## config.mk

```make
export PLATFORM = sky130hd
export DESIGN_NAME = cache_top
export DESIGN_NICKNAME = d
export VERILOG_FILES = /design/src/rtl/cache_pkg.sv /design/src/rtl/cache_top.sv /design/src/rtl/cache_ctrl.sv /design/src/rtl/cache_tag_store.sv /design/src/rtl/raw_block_ram.sv
export VERILOG_INCLUDE_DIRS = /design/src /design/src/include
export SDC_FILE = /design/constraint.sdc
export NUM_CORES = 2
export LEC_CHECK = 0
export BUFFER_PORTS_ARGS = -buffer_cell sky130_fd_sc_hd__buf_2
export CELL_PAD_IN_SITES_DETAIL_PLACEMENT = 1
export CELL_PAD_IN_SITES_GLOBAL_PLACEMENT = 1
export CORE_MARGIN = 2
export CORE_UTILIZATION = 39
export CTS_CLUSTER_SIZE = 25
export DETAILED_ROUTE_END_ITERATION = 8
export PLACE_DENSITY = 0.71
export SYNTH_ARGS = -nofsm -noshare
export SYNTH_HDL_FRONTEND = slang
export SYNTH_SLANG_ARGS = --single-unit
```

## constraint.sdc

```tcl
create_clock -name clk -period 8.6 [get_ports clk]
set_input_delay 0 -clock clk [delete_from_list [all_inputs] [get_ports clk]]
set_output_delay 0 -clock clk [all_outputs]
set_load 0.02 [all_outputs]
```

## src/include/cache_config.svh

```systemverilog
// Cache geometry
`ifndef CACHE_CONFIG_SVH
`define CACHE_CONFIG_SVH

// Byte address width.
`define CACHE_ALEN 16
// 32-bit words per line.
`define CACHE_LINE_WORDS 4
// Sets per way.
`define CACHE_LINES 8
// Ways per set.
`define CACHE_WAYS 2

// Word address width.
`define CACHE_WORD_BITS (`CACHE_ALEN - 2)
// Word offset within a line.
`define CACHE_OFS_BITS ($clog2(`CACHE_LINE_WORDS))
// Set index width.
`define CACHE_IDX_BITS ($clog2(`CACHE_LINES))
// Way select width.
`define CACHE_WAY_BITS ($clog2(`CACHE_WAYS))
// Tag width, what is left of the word address.
`define CACHE_TAG_BITS (`CACHE_WORD_BITS - `CACHE_IDX_BITS - `CACHE_OFS_BITS)
// Data RAM address is set, way and offset.
`define CACHE_DATA_ABITS (`CACHE_IDX_BITS + `CACHE_WAY_BITS + `CACHE_OFS_BITS)

`endif
```

## src/rtl/cache_pkg.sv

```systemverilog
// Cache bus and tag types
`include "cache_config.svh"

package cache_pkg;

    // Word address as seen by the cache lookup.
    typedef struct packed {
        logic [`CACHE_TAG_BITS-1:0] tag;
        logic [`CACHE_IDX_BITS-1:0] index;
        logic [`CACHE_OFS_BITS-1:0] offset;
    } addr_fields_t;

    // Raw word address or its lookup fields.
    typedef union packed {
        logic [`CACHE_WORD_BITS-1:0] word;
        addr_fields_t                f;
    } cache_addr_u;

    // Request from a bus master.
    typedef struct packed {
        logic        valid;
        logic        we;
        cache_addr_u addr;
        logic [31:0] wdata;
    } mem_req_t;

    // Response from a bus slave.
    typedef struct packed {
        logic        ready;
        logic        rvalid;
        logic [31:0] rdata;
    } mem_rsp_t;

    // One way of a tag word.
    typedef struct packed {
        logic                       valid;
        logic                       dirty;
        logic [`CACHE_TAG_BITS-1:0] tag;
    } tag_entry_t;

endpackage

```

## src/rtl/cache_top.sv

```systemverilog
// Write-back data cache
`timescale 1ns/1ps
`include "cache_config.svh"

module cache_top (
    input  logic                clk,
    input  logic                rst_n,
    input  logic                flush,
    input  logic                w_flush,
    input  cache_pkg::mem_req_t bus_req,
    output cache_pkg::mem_rsp_t bus_rsp,
    output cache_pkg::mem_req_t xm_req,
    input  cache_pkg::mem_rsp_t xm_rsp
);

    // Tag store wires.
    logic [`CACHE_IDX_BITS-1:0]              tag_index;
    logic                                    tag_we;
    cache_pkg::tag_entry_t [`CACHE_WAYS-1:0] tag_wentry;
    logic [`CACHE_WAY_BITS-1:0]              tag_wnext;
    logic [`CACHE_TAG_BITS-1:0]              tag_rtag;
    logic                                    tag_hit;
    logic [`CACHE_WAY_BITS-1:0]              tag_hit_way;
    logic [`CACHE_WAY_BITS-1:0]              tag_victim_way;
    cache_pkg::tag_entry_t                   tag_victim_entry;
    logic [`CACHE_WAY_BITS-1:0]              tag_next_way;
    cache_pkg::tag_entry_t [`CACHE_WAYS-1:0] tag_rentry;

    // Data RAM wires.
    logic [`CACHE_DATA_ABITS-1:0] data_addr;
    logic                         data_we;
    logic [31:0]                  data_wdata;
    logic [31:0]                  data_rdata;

    cache_tag_store i_tag_store (
        .clk         (clk),
        .rst_n       (rst_n),
        .index       (tag_index),
        .we          (tag_we),
        .wentry      (tag_wentry),
        .wnext       (tag_wnext),
        .rtag        (tag_rtag),
        .hit         (tag_hit),
        .hit_way     (tag_hit_way),
        .victim_way  (tag_victim_way),
        .victim_entry(tag_victim_entry),
        .next_way    (tag_next_way),
        .rentry      (tag_rentry)
    );

    // One word per entry.
    raw_block_ram #(
        .abits(`CACHE_DATA_ABITS),
        .dbits(32)
    ) i_data_ram (
        .clk  (clk),
        .we   (data_we),
        .addr (data_addr),
        .wdata(data_wdata),
        .rdata(data_rdata)
    );

    cache_ctrl i_ctrl (
        .clk             (clk),
        .rst_n           (rst_n),
        .flush           (flush),
        .w_flush         (w_flush),
        .bus_req         (bus_req),
        .bus_rsp         (bus_rsp),
        .xm_req          (xm_req),
        .xm_rsp          (xm_rsp),
        .tag_index       (tag_index),
        .tag_we          (tag_we),
        .tag_wentry      (tag_wentry),
        .tag_wnext       (tag_wnext),
        .tag_rtag        (tag_rtag),
        .tag_hit         (tag_hit),
        .tag_hit_way     (tag_hit_way),
        .tag_victim_way  (tag_victim_way),
        .tag_victim_entry(tag_victim_entry),
        .tag_next_way    (tag_next_way),
        .tag_rentry      (tag_rentry),
        .data_addr       (data_addr),
        .data_we         (data_we),
        .data_wdata      (data_wdata),
        .data_rdata      (data_rdata)
    );

endmodule

```

## src/rtl/cache_ctrl.sv

```systemverilog
// Cache control FSM
`timescale 1ns/1ps
`include "cache_config.svh"

module cache_ctrl (
    input  logic                                    clk,
    input  logic                                    rst_n,
    input  logic                                    flush,
    input  logic                                    w_flush,
    input  cache_pkg::mem_req_t                     bus_req,
    output cache_pkg::mem_rsp_t                     bus_rsp,
    output cache_pkg::mem_req_t                     xm_req,
    input  cache_pkg::mem_rsp_t                     xm_rsp,
    // Tag store side.
    output logic [`CACHE_IDX_BITS-1:0]              tag_index,
    output logic                                    tag_we,
    output cache_pkg::tag_entry_t [`CACHE_WAYS-1:0] tag_wentry,
    output logic [`CACHE_WAY_BITS-1:0]              tag_wnext,
    output logic [`CACHE_TAG_BITS-1:0]              tag_rtag,
    input  logic                                    tag_hit,
    input  logic [`CACHE_WAY_BITS-1:0]              tag_hit_way,
    input  logic [`CACHE_WAY_BITS-1:0]              tag_victim_way,
    input  cache_pkg::tag_entry_t                   tag_victim_entry,
    input  logic [`CACHE_WAY_BITS-1:0]              tag_next_way,
    input  cache_pkg::tag_entry_t [`CACHE_WAYS-1:0] tag_rentry,
    // Data RAM side.
    output logic [`CACHE_DATA_ABITS-1:0]            data_addr,
    output logic                                    data_we,
    output logic [31:0]                             data_wdata,
    input  logic [31:0]                             data_rdata
);

    localparam int WB = `CACHE_WAY_BITS;

    typedef enum logic [2:0] {
        ST_INIT,
        ST_IDLE,
        ST_LOOKUP,
        ST_WB,
        ST_FILL,
        ST_RESP,
        ST_SWEEP
    } state_t;

    state_t                     state;
    cache_pkg::mem_req_t        req_q;
    logic [`CACHE_IDX_BITS-1:0] set_q;
    logic [WB-1:0]              way_q;
    logic [`CACHE_TAG_BITS-1:0] vtag_q;
    logic [`CACHE_OFS_BITS-1:0] cnt;
    logic                       data_ok;
    logic                       xm_wait;
    logic                       from_fill;
    logic [31:0]                fill_word;
    logic [WB-1:0]              s_way;
    logic                       sw_ok;
    logic                       wb_done;
    logic                       sweeping;
    logic                       clean_q;
    logic                       flush_pend;
    logic                       wflush_pend;
    logic                       acc;
    logic                       xm_acc;
    logic                       fill_last;
    logic [31:0]                fill_data;
    cache_pkg::tag_entry_t      sweep_ent;
    logic                       sweep_wb;

    assign acc       = bus_req.valid && bus_rsp.ready;
    assign xm_acc    = xm_req.valid && xm_rsp.ready;
    assign fill_last = (cnt == '1);
    // Write miss data is merged into the incoming line.
    assign fill_data = (req_q.we && cnt == req_q.addr.f.offset) ? req_q.wdata : xm_rsp.rdata;
    assign sweep_ent = tag_rentry[s_way];
    // Sweep entry needs its line written back first.
    assign sweep_wb  = sw_ok && sweep_ent.valid && sweep_ent.dirty && !wb_done;

    // CPU response.
    always_comb begin
        bus_rsp.ready  = (state == ST_IDLE) && !(flush || w_flush || flush_pend || wflush_pend);
        bus_rsp.rvalid = (state == ST_RESP);
        bus_rsp.rdata  = from_fill ? fill_word : data_rdata;
    end

    // External request.
    // Write-back streams the victim line, fill reads the new one.
    always_comb begin
        xm_req.valid           = 1'b0;
        xm_req.we              = 1'b0;
        xm_req.wdata           = data_rdata;
        xm_req.addr.f.tag      = req_q.addr.f.tag;
        xm_req.addr.f.index    = set_q;
        xm_req.addr.f.offset   = cnt;
        if (state == ST_WB) begin
            xm_req.valid      = data_ok;
            xm_req.we         = 1'b1;
            xm_req.addr.f.tag = vtag_q;
        end else if (state == ST_FILL) begin
            xm_req.valid = !xm_wait;
        end
    end

    // Tag and data RAM control.
    always_comb begin
        tag_index  = (state == ST_IDLE) ? bus_req.addr.f.index : set_q;
        tag_rtag   = (state == ST_IDLE) ? bus_req.addr.f.tag : req_q.addr.f.tag;
        tag_we     = 1'b0;
        tag_wentry = tag_rentry;
        tag_wnext  = tag_next_way;
        data_we    = 1'b0;
        data_wdata = req_q.wdata;
        data_addr  = {set_q, way_q, cnt};
        case (state)
            ST_LOOKUP: begin
                // Hit way read, or written for a store.
                data_addr = {set_q, tag_hit_way, req_q.addr.f.offset};
                if (tag_hit && req_q.we) begin
                    data_we                       = 1'b1;
                    tag_we                        = 1'b1;
                    tag_wentry[tag_hit_way].dirty = 1'b1;
                end
            end
            ST_FILL: begin
                data_wdata = fill_data;
                if (xm_wait && xm_rsp.rvalid) begin
                    data_we = 1'b1;
                    // New tag goes in with the last word.
                    if (fill_last) begin
                        tag_we                   = 1'b1;
                        tag_wentry[way_q].valid  = 1'b1;
                        tag_wentry[way_q].dirty  = req_q.we;
                        tag_wentry[way_q].tag    = req_q.addr.f.tag;
                        tag_wnext                = way_q + 1'b1;
                    end
                end
            end
            ST_SWEEP: begin
                // Clean, and drop unless only cleaning.
                if (sw_ok && !sweep_wb) begin
                    tag_we                  = 1'b1;
                    tag_wentry[s_way].dirty = 1'b0;
                    if (!clean_q) begin
                        tag_wentry[s_way].valid = 1'b0;
                    end
                end
            end
            default: begin
            end
        endcase
    end

    always_ff @(posedge clk) begin
        if (!rst_n) begin
            state       <= ST_INIT;
            set_q       <= '0;
            way_q       <= '0;
            cnt         <= '0;
            data_ok     <= 1'b0;
            xm_wait     <= 1'b0;
            from_fill   <= 1'b0;
            s_way       <= '0;
            sw_ok       <= 1'b0;
            wb_done     <= 1'b0;
            sweeping    <= 1'b0;
            clean_q     <= 1'b0;
            flush_pend  <= 1'b0;
            wflush_pend <= 1'b0;
        end else begin
            case (state)
                ST_INIT: begin
                    // Same count as the tag store clear.
                    set_q <= set_q + 1'b1;
                    if (set_q == '1) begin
                        state <= ST_IDLE;
                    end
                end
                ST_IDLE: begin
                    if (flush_pend || wflush_pend) begin
                        state       <= ST_SWEEP;
                        sweeping    <= 1'b1;
                        clean_q     <= !flush_pend;
                        flush_pend  <= 1'b0;
                        wflush_pend <= 1'b0;
                        set_q       <= '0;
                        s_way       <= '0;
                        sw_ok       <= 1'b0;
                        wb_done     <= 1'b0;
                    end else if (acc) begin
                        req_q <= bus_req;
                        set_q <= bus_req.addr.f.index;
                        state <= ST_LOOKUP;
                    end
                end
                ST_LOOKUP: begin
                    if (tag_hit) begin
                        from_fill <= 1'b0;
                        state     <= req_q.we ? ST_IDLE : ST_RESP;
                    end else begin
                        way_q   <= tag_victim_way;
                        vtag_q  <= tag_victim_entry.tag;
                        cnt     <= '0;
                        data_ok <= 1'b0;
                        xm_wait <= 1'b0;
                        if (tag_victim_entry.valid && tag_victim_entry.dirty) begin
                            state <= ST_WB;
                        end else begin
                            state <= ST_FILL;
                        end
                    end
                end
                ST_WB: begin
                    // One cycle of RAM latency per word.
                    if (xm_acc) begin
                        data_ok <= 1'b0;
                        cnt     <= cnt + 1'b1;
                        if (cnt == '1) begin
                            wb_done <= 1'b1;
                            state   <= sweeping ? ST_SWEEP : ST_FILL;
                        end
                    end else begin
                        data_ok <= 1'b1;
                    end
                end
                ST_FILL: begin
                    if (xm_acc) begin
                        xm_wait <= 1'b1;
                    end
                    if (xm_wait && xm_rsp.rvalid) begin
                        xm_wait <= 1'b0;
                        cnt     <= cnt + 1'b1;
                        // Keep the requested word for the response.
                        if (cnt == req_q.addr.f.offset) begin
                            fill_word <= fill_data;
                        end
                        if (fill_last) begin
                            from_fill <= 1'b1;
                            state     <= req_q.we ? ST_IDLE : ST_RESP;
                        end
                    end
                end
                ST_RESP: begin
                    state <= ST_IDLE;
                end
                ST_SWEEP: begin
                    if (!sw_ok) begin
                        // Tag word read in flight.
                        sw_ok <= 1'b1;
                    end else if (sweep_wb) begin
                        way_q   <= s_way;
                        vtag_q  <= sweep_ent.tag;
                        cnt     <= '0;
                        data_ok <= 1'b0;
                        state   <= ST_WB;
                    end else begin
                        sw_ok   <= 1'b0;
                        wb_done <= 1'b0;
                        s_way   <= s_way + 1'b1;
                        if (s_way == WB'(`CACHE_WAYS - 1)) begin
                            s_way <= '0;
                            set_q <= set_q + 1'b1;
                            if (set_q == '1) begin
                                sweeping <= 1'b0;
                                state    <= ST_IDLE;
                            end
                        end
                    end
                end
                default: begin
                    state <= ST_IDLE;
                end
            endcase
            // Late pulses are kept for the next sweep.
            if (flush) begin
                flush_pend <= 1'b1;
            end
            if (w_flush) begin
                wflush_pend <= 1'b1;
            end
        end
    end

endmodule

```

## src/rtl/cache_tag_store.sv

```systemverilog
// Cache tag store
`timescale 1ns/1ps
`include "cache_config.svh"

module cache_tag_store (
    input  logic                                    clk,
    input  logic                                    rst_n,
    input  logic [`CACHE_IDX_BITS-1:0]              index,
    input  logic                                    we,
    input  cache_pkg::tag_entry_t [`CACHE_WAYS-1:0] wentry,
    input  logic [`CACHE_WAY_BITS-1:0]              wnext,
    input  logic [`CACHE_TAG_BITS-1:0]              rtag,
    output logic                                    hit,
    output logic [`CACHE_WAY_BITS-1:0]              hit_way,
    output logic [`CACHE_WAY_BITS-1:0]              victim_way,
    output cache_pkg::tag_entry_t                   victim_entry,
    output logic [`CACHE_WAY_BITS-1:0]              next_way,
    output cache_pkg::tag_entry_t [`CACHE_WAYS-1:0] rentry
);

    localparam int WB = `CACHE_WAY_BITS;
    // All ways plus the round-robin pointer.
    localparam int TW = $bits(cache_pkg::tag_entry_t) * `CACHE_WAYS + WB;

    logic                       clearing;
    logic [`CACHE_IDX_BITS-1:0] clr_idx;
    logic [`CACHE_TAG_BITS-1:0] rtag_q;
    logic                       ram_we;
    logic [`CACHE_IDX_BITS-1:0] ram_addr;
    logic [TW-1:0]              ram_wdata;
    logic [TW-1:0]              ram_rdata;

    // Walk every set once after reset.
    always_ff @(posedge clk) begin
        if (!rst_n) begin
            clearing <= 1'b1;
            clr_idx  <= '0;
        end else if (clearing) begin
            clr_idx <= clr_idx + 1'b1;
            if (clr_idx == '1) begin
                clearing <= 1'b0;
            end
        end
    end

    // Tag to compare, aligned with the RAM read.
    always_ff @(posedge clk) begin
        rtag_q <= rtag;
    end

    // Clear writes win over the controller.
    assign ram_we    = clearing || we;
    assign ram_addr  = clearing ? clr_idx : index;
    assign ram_wdata = clearing ? '0 : {wnext, wentry};

    raw_block_ram #(
        .abits(`CACHE_IDX_BITS),
        .dbits(TW)
    ) i_tag_ram (
        .clk  (clk),
        .we   (ram_we),
        .addr (ram_addr),
        .wdata(ram_wdata),
        .rdata(ram_rdata)
    );

    // Unpack the stored word.
    assign {next_way, rentry} = ram_rdata;

    // Lowest matching way hits.
    // Lowest invalid way is preferred as victim, else the oldest way.
    always_comb begin
        hit        = 1'b0;
        hit_way    = '0;
        victim_way = next_way;
        for (int w = `CACHE_WAYS - 1; w >= 0; w--) begin
            if (rentry[w].valid && rentry[w].tag == rtag_q) begin
                hit     = 1'b1;
                hit_way = WB'(w);
            end
            if (!rentry[w].valid) begin
                victim_way = WB'(w);
            end
        end
    end

    assign victim_entry = rentry[victim_way];

endmodule

```

## src/rtl/raw_block_ram.sv

```systemverilog
// Single-port block RAM
`timescale 1ns/1ps

module raw_block_ram #(
    // Address width, depth is 2**abits.
    parameter int abits = 8,
    // Word width.
    parameter int dbits = 32
) (
    input  logic             clk,
    input  logic             we,
    input  logic [abits-1:0] addr,
    input  logic [dbits-1:0] wdata,
    output logic [dbits-1:0] rdata
);

    // Storage array.
    logic [dbits-1:0] mem [2**abits];

    // Read-first port, old data comes out on a write.
    always_ff @(posedge clk) begin
        if (we) begin
            mem[addr] <= wdata;
        end
        rdata <= mem[addr];
    end

endmodule

```

==> results.py <==
metrics = {
    "sta": {
        "fin_skew_ns": 0.04433,
        "fin_setup_tns_ns": 0,
        "slew_viol_final": 0,
        "setup_viol": 0,
        "min_period_ns": 5.461,
        "grt_setup_unrepaired": "no",
        "relSlewSlack": 0.07178,
        "hold_viol_final": 0,
        "worstMarginPinSlew_ns": 1.392,
        "period_share": 0.6350,
        "fmax_ghz": 0.1831,
    },
    "floorplanning": {
        "ioPinCount": 168,
        "core_area_mm2": 0.2381,
        "fp.dieW_um": 493.5,
        "row_count": 179,
        "start_util": 0.3925,
        "die_area_mm2": 0.2435,
        "die_h_um": 493.5,
    },
    "min_path": {
        "whs_path_depth": 3,
        "min_from": "xm_rsp[14]",
        "holdPathEnd": "i_ctrl.fill_word[14]$_DFFE_PP_",
        "hold_class": "primary input to flop",
    },
    "synthesis": {
        "synthArstFlopShare": 0,
        "syn_avg_cell_area_um2": 16.60,
        "synth_ff_type": "edfxtp_1",
        "seq_area_frac_synth": 0.7633,
        "synth_edf_count": 2317,
        "netlist_area_mm2": 0.09344,
        "syn_inst": 5629,
        "synth_warnings": 0,
        "synth_cell_type_count": 62,
        "synth_nets": 5720,
        "ys_ff_latch": 2404,
    },
    "grt": {
        "gr-total-overflow": 0,
        "grt_usage": 0.2300,
        "grt_pass1_wl_um": 408900,
        "antenna_found_initial": 17,
        "grt_max_degree": 156,
        "grt_pass1_vias": 56790,
    },
    "worst_setup_path": {
        "crit_arrival_ns": 6.23,
        "path_max_fanout": 148,
        "cp.required_ns": 9.37,
        "critPathCaptureType": "flop",
        "critical_path_class": "flop to flop",
        "timing.rr.start": "i_ctrl.state[1]$_SDFFE_PN0P_",
        "timing.rr.end": "i_data_ram.rdata[20]$_DFF_P_",
        "worst_setup_path_start_kind": "flop",
        "r2r_setup_slack_ns": 3.14,
        "r2r_cells": 9,
    },
    "route": {
        "via_count": 55090,
        "dr.pass1.iters": 5,
        "via_per_inst": 5.904,
        "drt_wl_total_um": 286400,
        "ant_nets": 0,
        "drt_iter0_drc": 6694,
        "wl_per_cell_um": 30.70,
        "drc": 0,
    },
    "job": {
        "maxCapViolCount": 0,
    },
    "clock_network": {
        "h-tree-depth": 4,
        "clkLatencyLatePin_ns": 0.89,
        "cts_setup_buffers": 0,
        "cts_buffer_depth": 3,
        "ctsRootBufferMaster": "clkbuf_16",
        "cts_made_buffers": 226,
        "numClockSinks": 2404,
        "cts_tree": "done",
        "cts.clk_slew.worst_paths_ns": 0.06,
    },
    "place": {
        "io_buffers": 167,
        "place.detailed.hpwl_um": 153200,
        "place_congestion": 0.8090,
    },
    "status": {
        "status": "completed",
    },
    "power_and_ir_drop": {
        "power_density_mw_per_mm2": 276.7,
        "power.total_uw": 29790,
        "vdd_drop_max_uv": 187.9,
        "p_leak_uw": 0.03861,
    },
    "layout": {
        "regArea_mm2": 0.07132,
        "multi_input_area_mm2": 0.02121,
        "final_layout_size_suffix_gt1_frac": 0.1485,
        "syn_to_final_growth_pct": 15.20,
        "fin_nets": 6058,
        "fillers": 22810,
    },
}
[timing repair]
item                      in CTS  in global routing
hold buffers                 166                  0
hold endpoints to repair     129                  0
gates resized for setup        0                  0
[metal layers]
layer,vias up,wire length [um],track usage
met4,6,8085,0.06731
met2,2597,140100,0.3827
met3,456,22540,0.03680
li1,22860,-,-
met1,29170,115600,0.3113
met5,-,35,0
[registers in the layout (all words and copies together) (netlist names), 3 cells and up]
signal,flops
i_ctrl.set_q,3
i_tag_store.clr_idx,3
i_ctrl.vtag_q,9
i_ctrl.req_q,44
i_tag_store.i_tag_ram.mem,184
i_data_ram.mem,2048
i_data_ram.rdata,32
i_tag_store.i_tag_ram.rdata,23
i_ctrl.state,3
i_ctrl.fill_word,32
i_tag_store.rtag_q,9
[Yosys cell counts, types with 6 or more instances]
cell type,n,area share
edfxtp_1,2317,0.74
nor3_1,26,0.0014
buf_6,9,0.0011
and2_1,6,0.00040
xor2_1,11,0.0010
a311o_1,6,0.00064
nand2_1,974,0.039
mux2_2,98,0.012
mux4_2,54,0.013
nand2b_1,7,0.00047
buf_1,23,0.00092
a22oi_1,83,0.0067
nand4_1,24,0.0016
xnor2_1,10,0.00094
a31oi_1,43,0.0029
or4_1,6,0.00048
and3_1,10,0.00067
dfxtp_1,87,0.019
a32oi_1,54,0.0051
buf_4,22,0.0018
a311oi_1,7,0.00066
a21oi_1,32,0.0017
nor2b_1,17,0.0011
clkbuf_1,187,0.0075
buf_2,110,0.0059
a221oi_1,200,0.019
nor2_1,94,0.0038
a32o_1,192,0.021
mux2i_1,657,0.070
nand3_1,172,0.0092
o21ai_0,16,0.00086
inv_1,7,0.00028
[where the power goes]
part / total [uW] / internal (uW) / switching [uW]
Sequential: 13900 / 13500 / 360
Combinational: 5750 / 1900 / 3850
Clock: 10200 / 5750 / 4410
Total: 29800 / 21200 / 8620
[stage by stage]
step / cell area, um2 / worst slack, ns / utilization / hold WS [ns] / cells
after global placement: 98460 / 3.379 / 0.4136 / 0.1797 / 8740
after global routing: 107600 / 2.964 / 0.4521 / 0.03280 / 9328
after detailed placement: 98460 / 3.277 / 0.4136 / 0.1788 / 8740
after CTS: 107600 / 3.285 / 0.4521 / 0.005772 / 9327
after floorplan: 93440 / 4.512 / - / 0.08794 / 5629
final: 107600 / 3.139 / 0.4521 / 0.05068 / 9331
[worst max-delay path: stages, from the launching register on]
cell	delay, ns
dfxtp_1	0.80
or3b_1	0.63
a21oi_4	0.54
buf_12	0.60
buf_4	0.83
mux2i_1	0.34
a32o_1	0.20
a221oi_1	0.07
mux4_2	0.63
mux2_2	0.31
[layout by cell type, fill, tap and decap left out, drive strengths merged, types with 4 or more instances in the layout]
| master | n |
|---|---|
| ha | 5 |
| a311oi | 7 |
| clkinvlp | 8 |
| bufinv | 25 |
| nand2 | 974 |
| o21a | 4 |
| nor3b | 7 |
| mux2 | 98 |
| clkinv | 90 |
| dlygate4sd3 | 166 |
| or2 | 5 |
| nor2 | 95 |
| dfxtp | 87 |
| xor2 | 11 |
| xnor2 | 10 |
| nand4 | 24 |
| inv | 13 |
| mux4 | 54 |
| and2 | 6 |
| nand3 | 172 |
| buf | 295 |
| mux2i | 657 |
| a22o | 5 |
| nand2b | 7 |
| o21ai | 18 |
| a32o | 192 |
| a31oi | 43 |
| or4 | 6 |
| edfxtp | 2317 |
| nor3 | 26 |
| a21oi | 33 |
| clkbuf | 292 |
| nor2b | 17 |
| diode | 4 |
| and3 | 10 |
| a311o | 6 |
| a22oi | 83 |
| a32oi | 54 |
| a21boi | 4 |
| a221oi | 200 |
[area by class of cell]
class                   count  area share
diodes                      4  0.00009299
clock buffers             292     0.05655
clock inverters           129     0.01320
inverters                   7   0.0002441
multi-input cells        2867      0.1971
flip-flops and latches   2404      0.6626
well taps                3167     0.03681
repair buffers            461     0.03341
[kinds of logic (layout without fill, tap and decap cells)]
family	after synthesis	after routing	synth area share
muxes	809	809	0.09521
adders and majority gates	5	5	0.0006695
xor gates and xnor gates	21	21	0.001968
and+or+nand+nor	1364	1364	0.06063
DFF	2404	2404	0.7633
buffers and inverters	358	889	0.01746
AOI/OAI and AO/OA	668	668	0.06081
other	0	4	0
[how the worst max path moves through the flow]
| stage | start | end | slack (ns) | depth (start not counted) |
|---|---|---|---|---|
| after global placement | i_ctrl.state[1]$_SDFFE_PN0P_ | i_data_ram.rdata[11]$_DFF_P_ | 3.38 | 9 |
| after detailed placement | i_ctrl.state[1]$_SDFFE_PN0P_ | i_data_ram.rdata[20]$_DFF_P_ | 3.28 | 9 |
| after CTS | i_ctrl.state[1]$_SDFFE_PN0P_ | i_data_ram.rdata[20]$_DFF_P_ | 3.29 | 9 |
| after floorplan | i_ctrl.state[2]$_SDFFE_PN0P_ | i_data_ram.mem[50][0]$_DFFE_PP_ | 4.51 | 10 |
| final | i_ctrl.state[1]$_SDFFE_PN0P_ | i_data_ram.rdata[20]$_DFF_P_ | 3.14 | 9 |
| after global routing | i_ctrl.state[1]$_SDFFE_PN0P_ | i_data_ram.rdata[20]$_DFF_P_ | 2.96 | 9 |
Note: power is estimated with default switching activity, not from simulation.
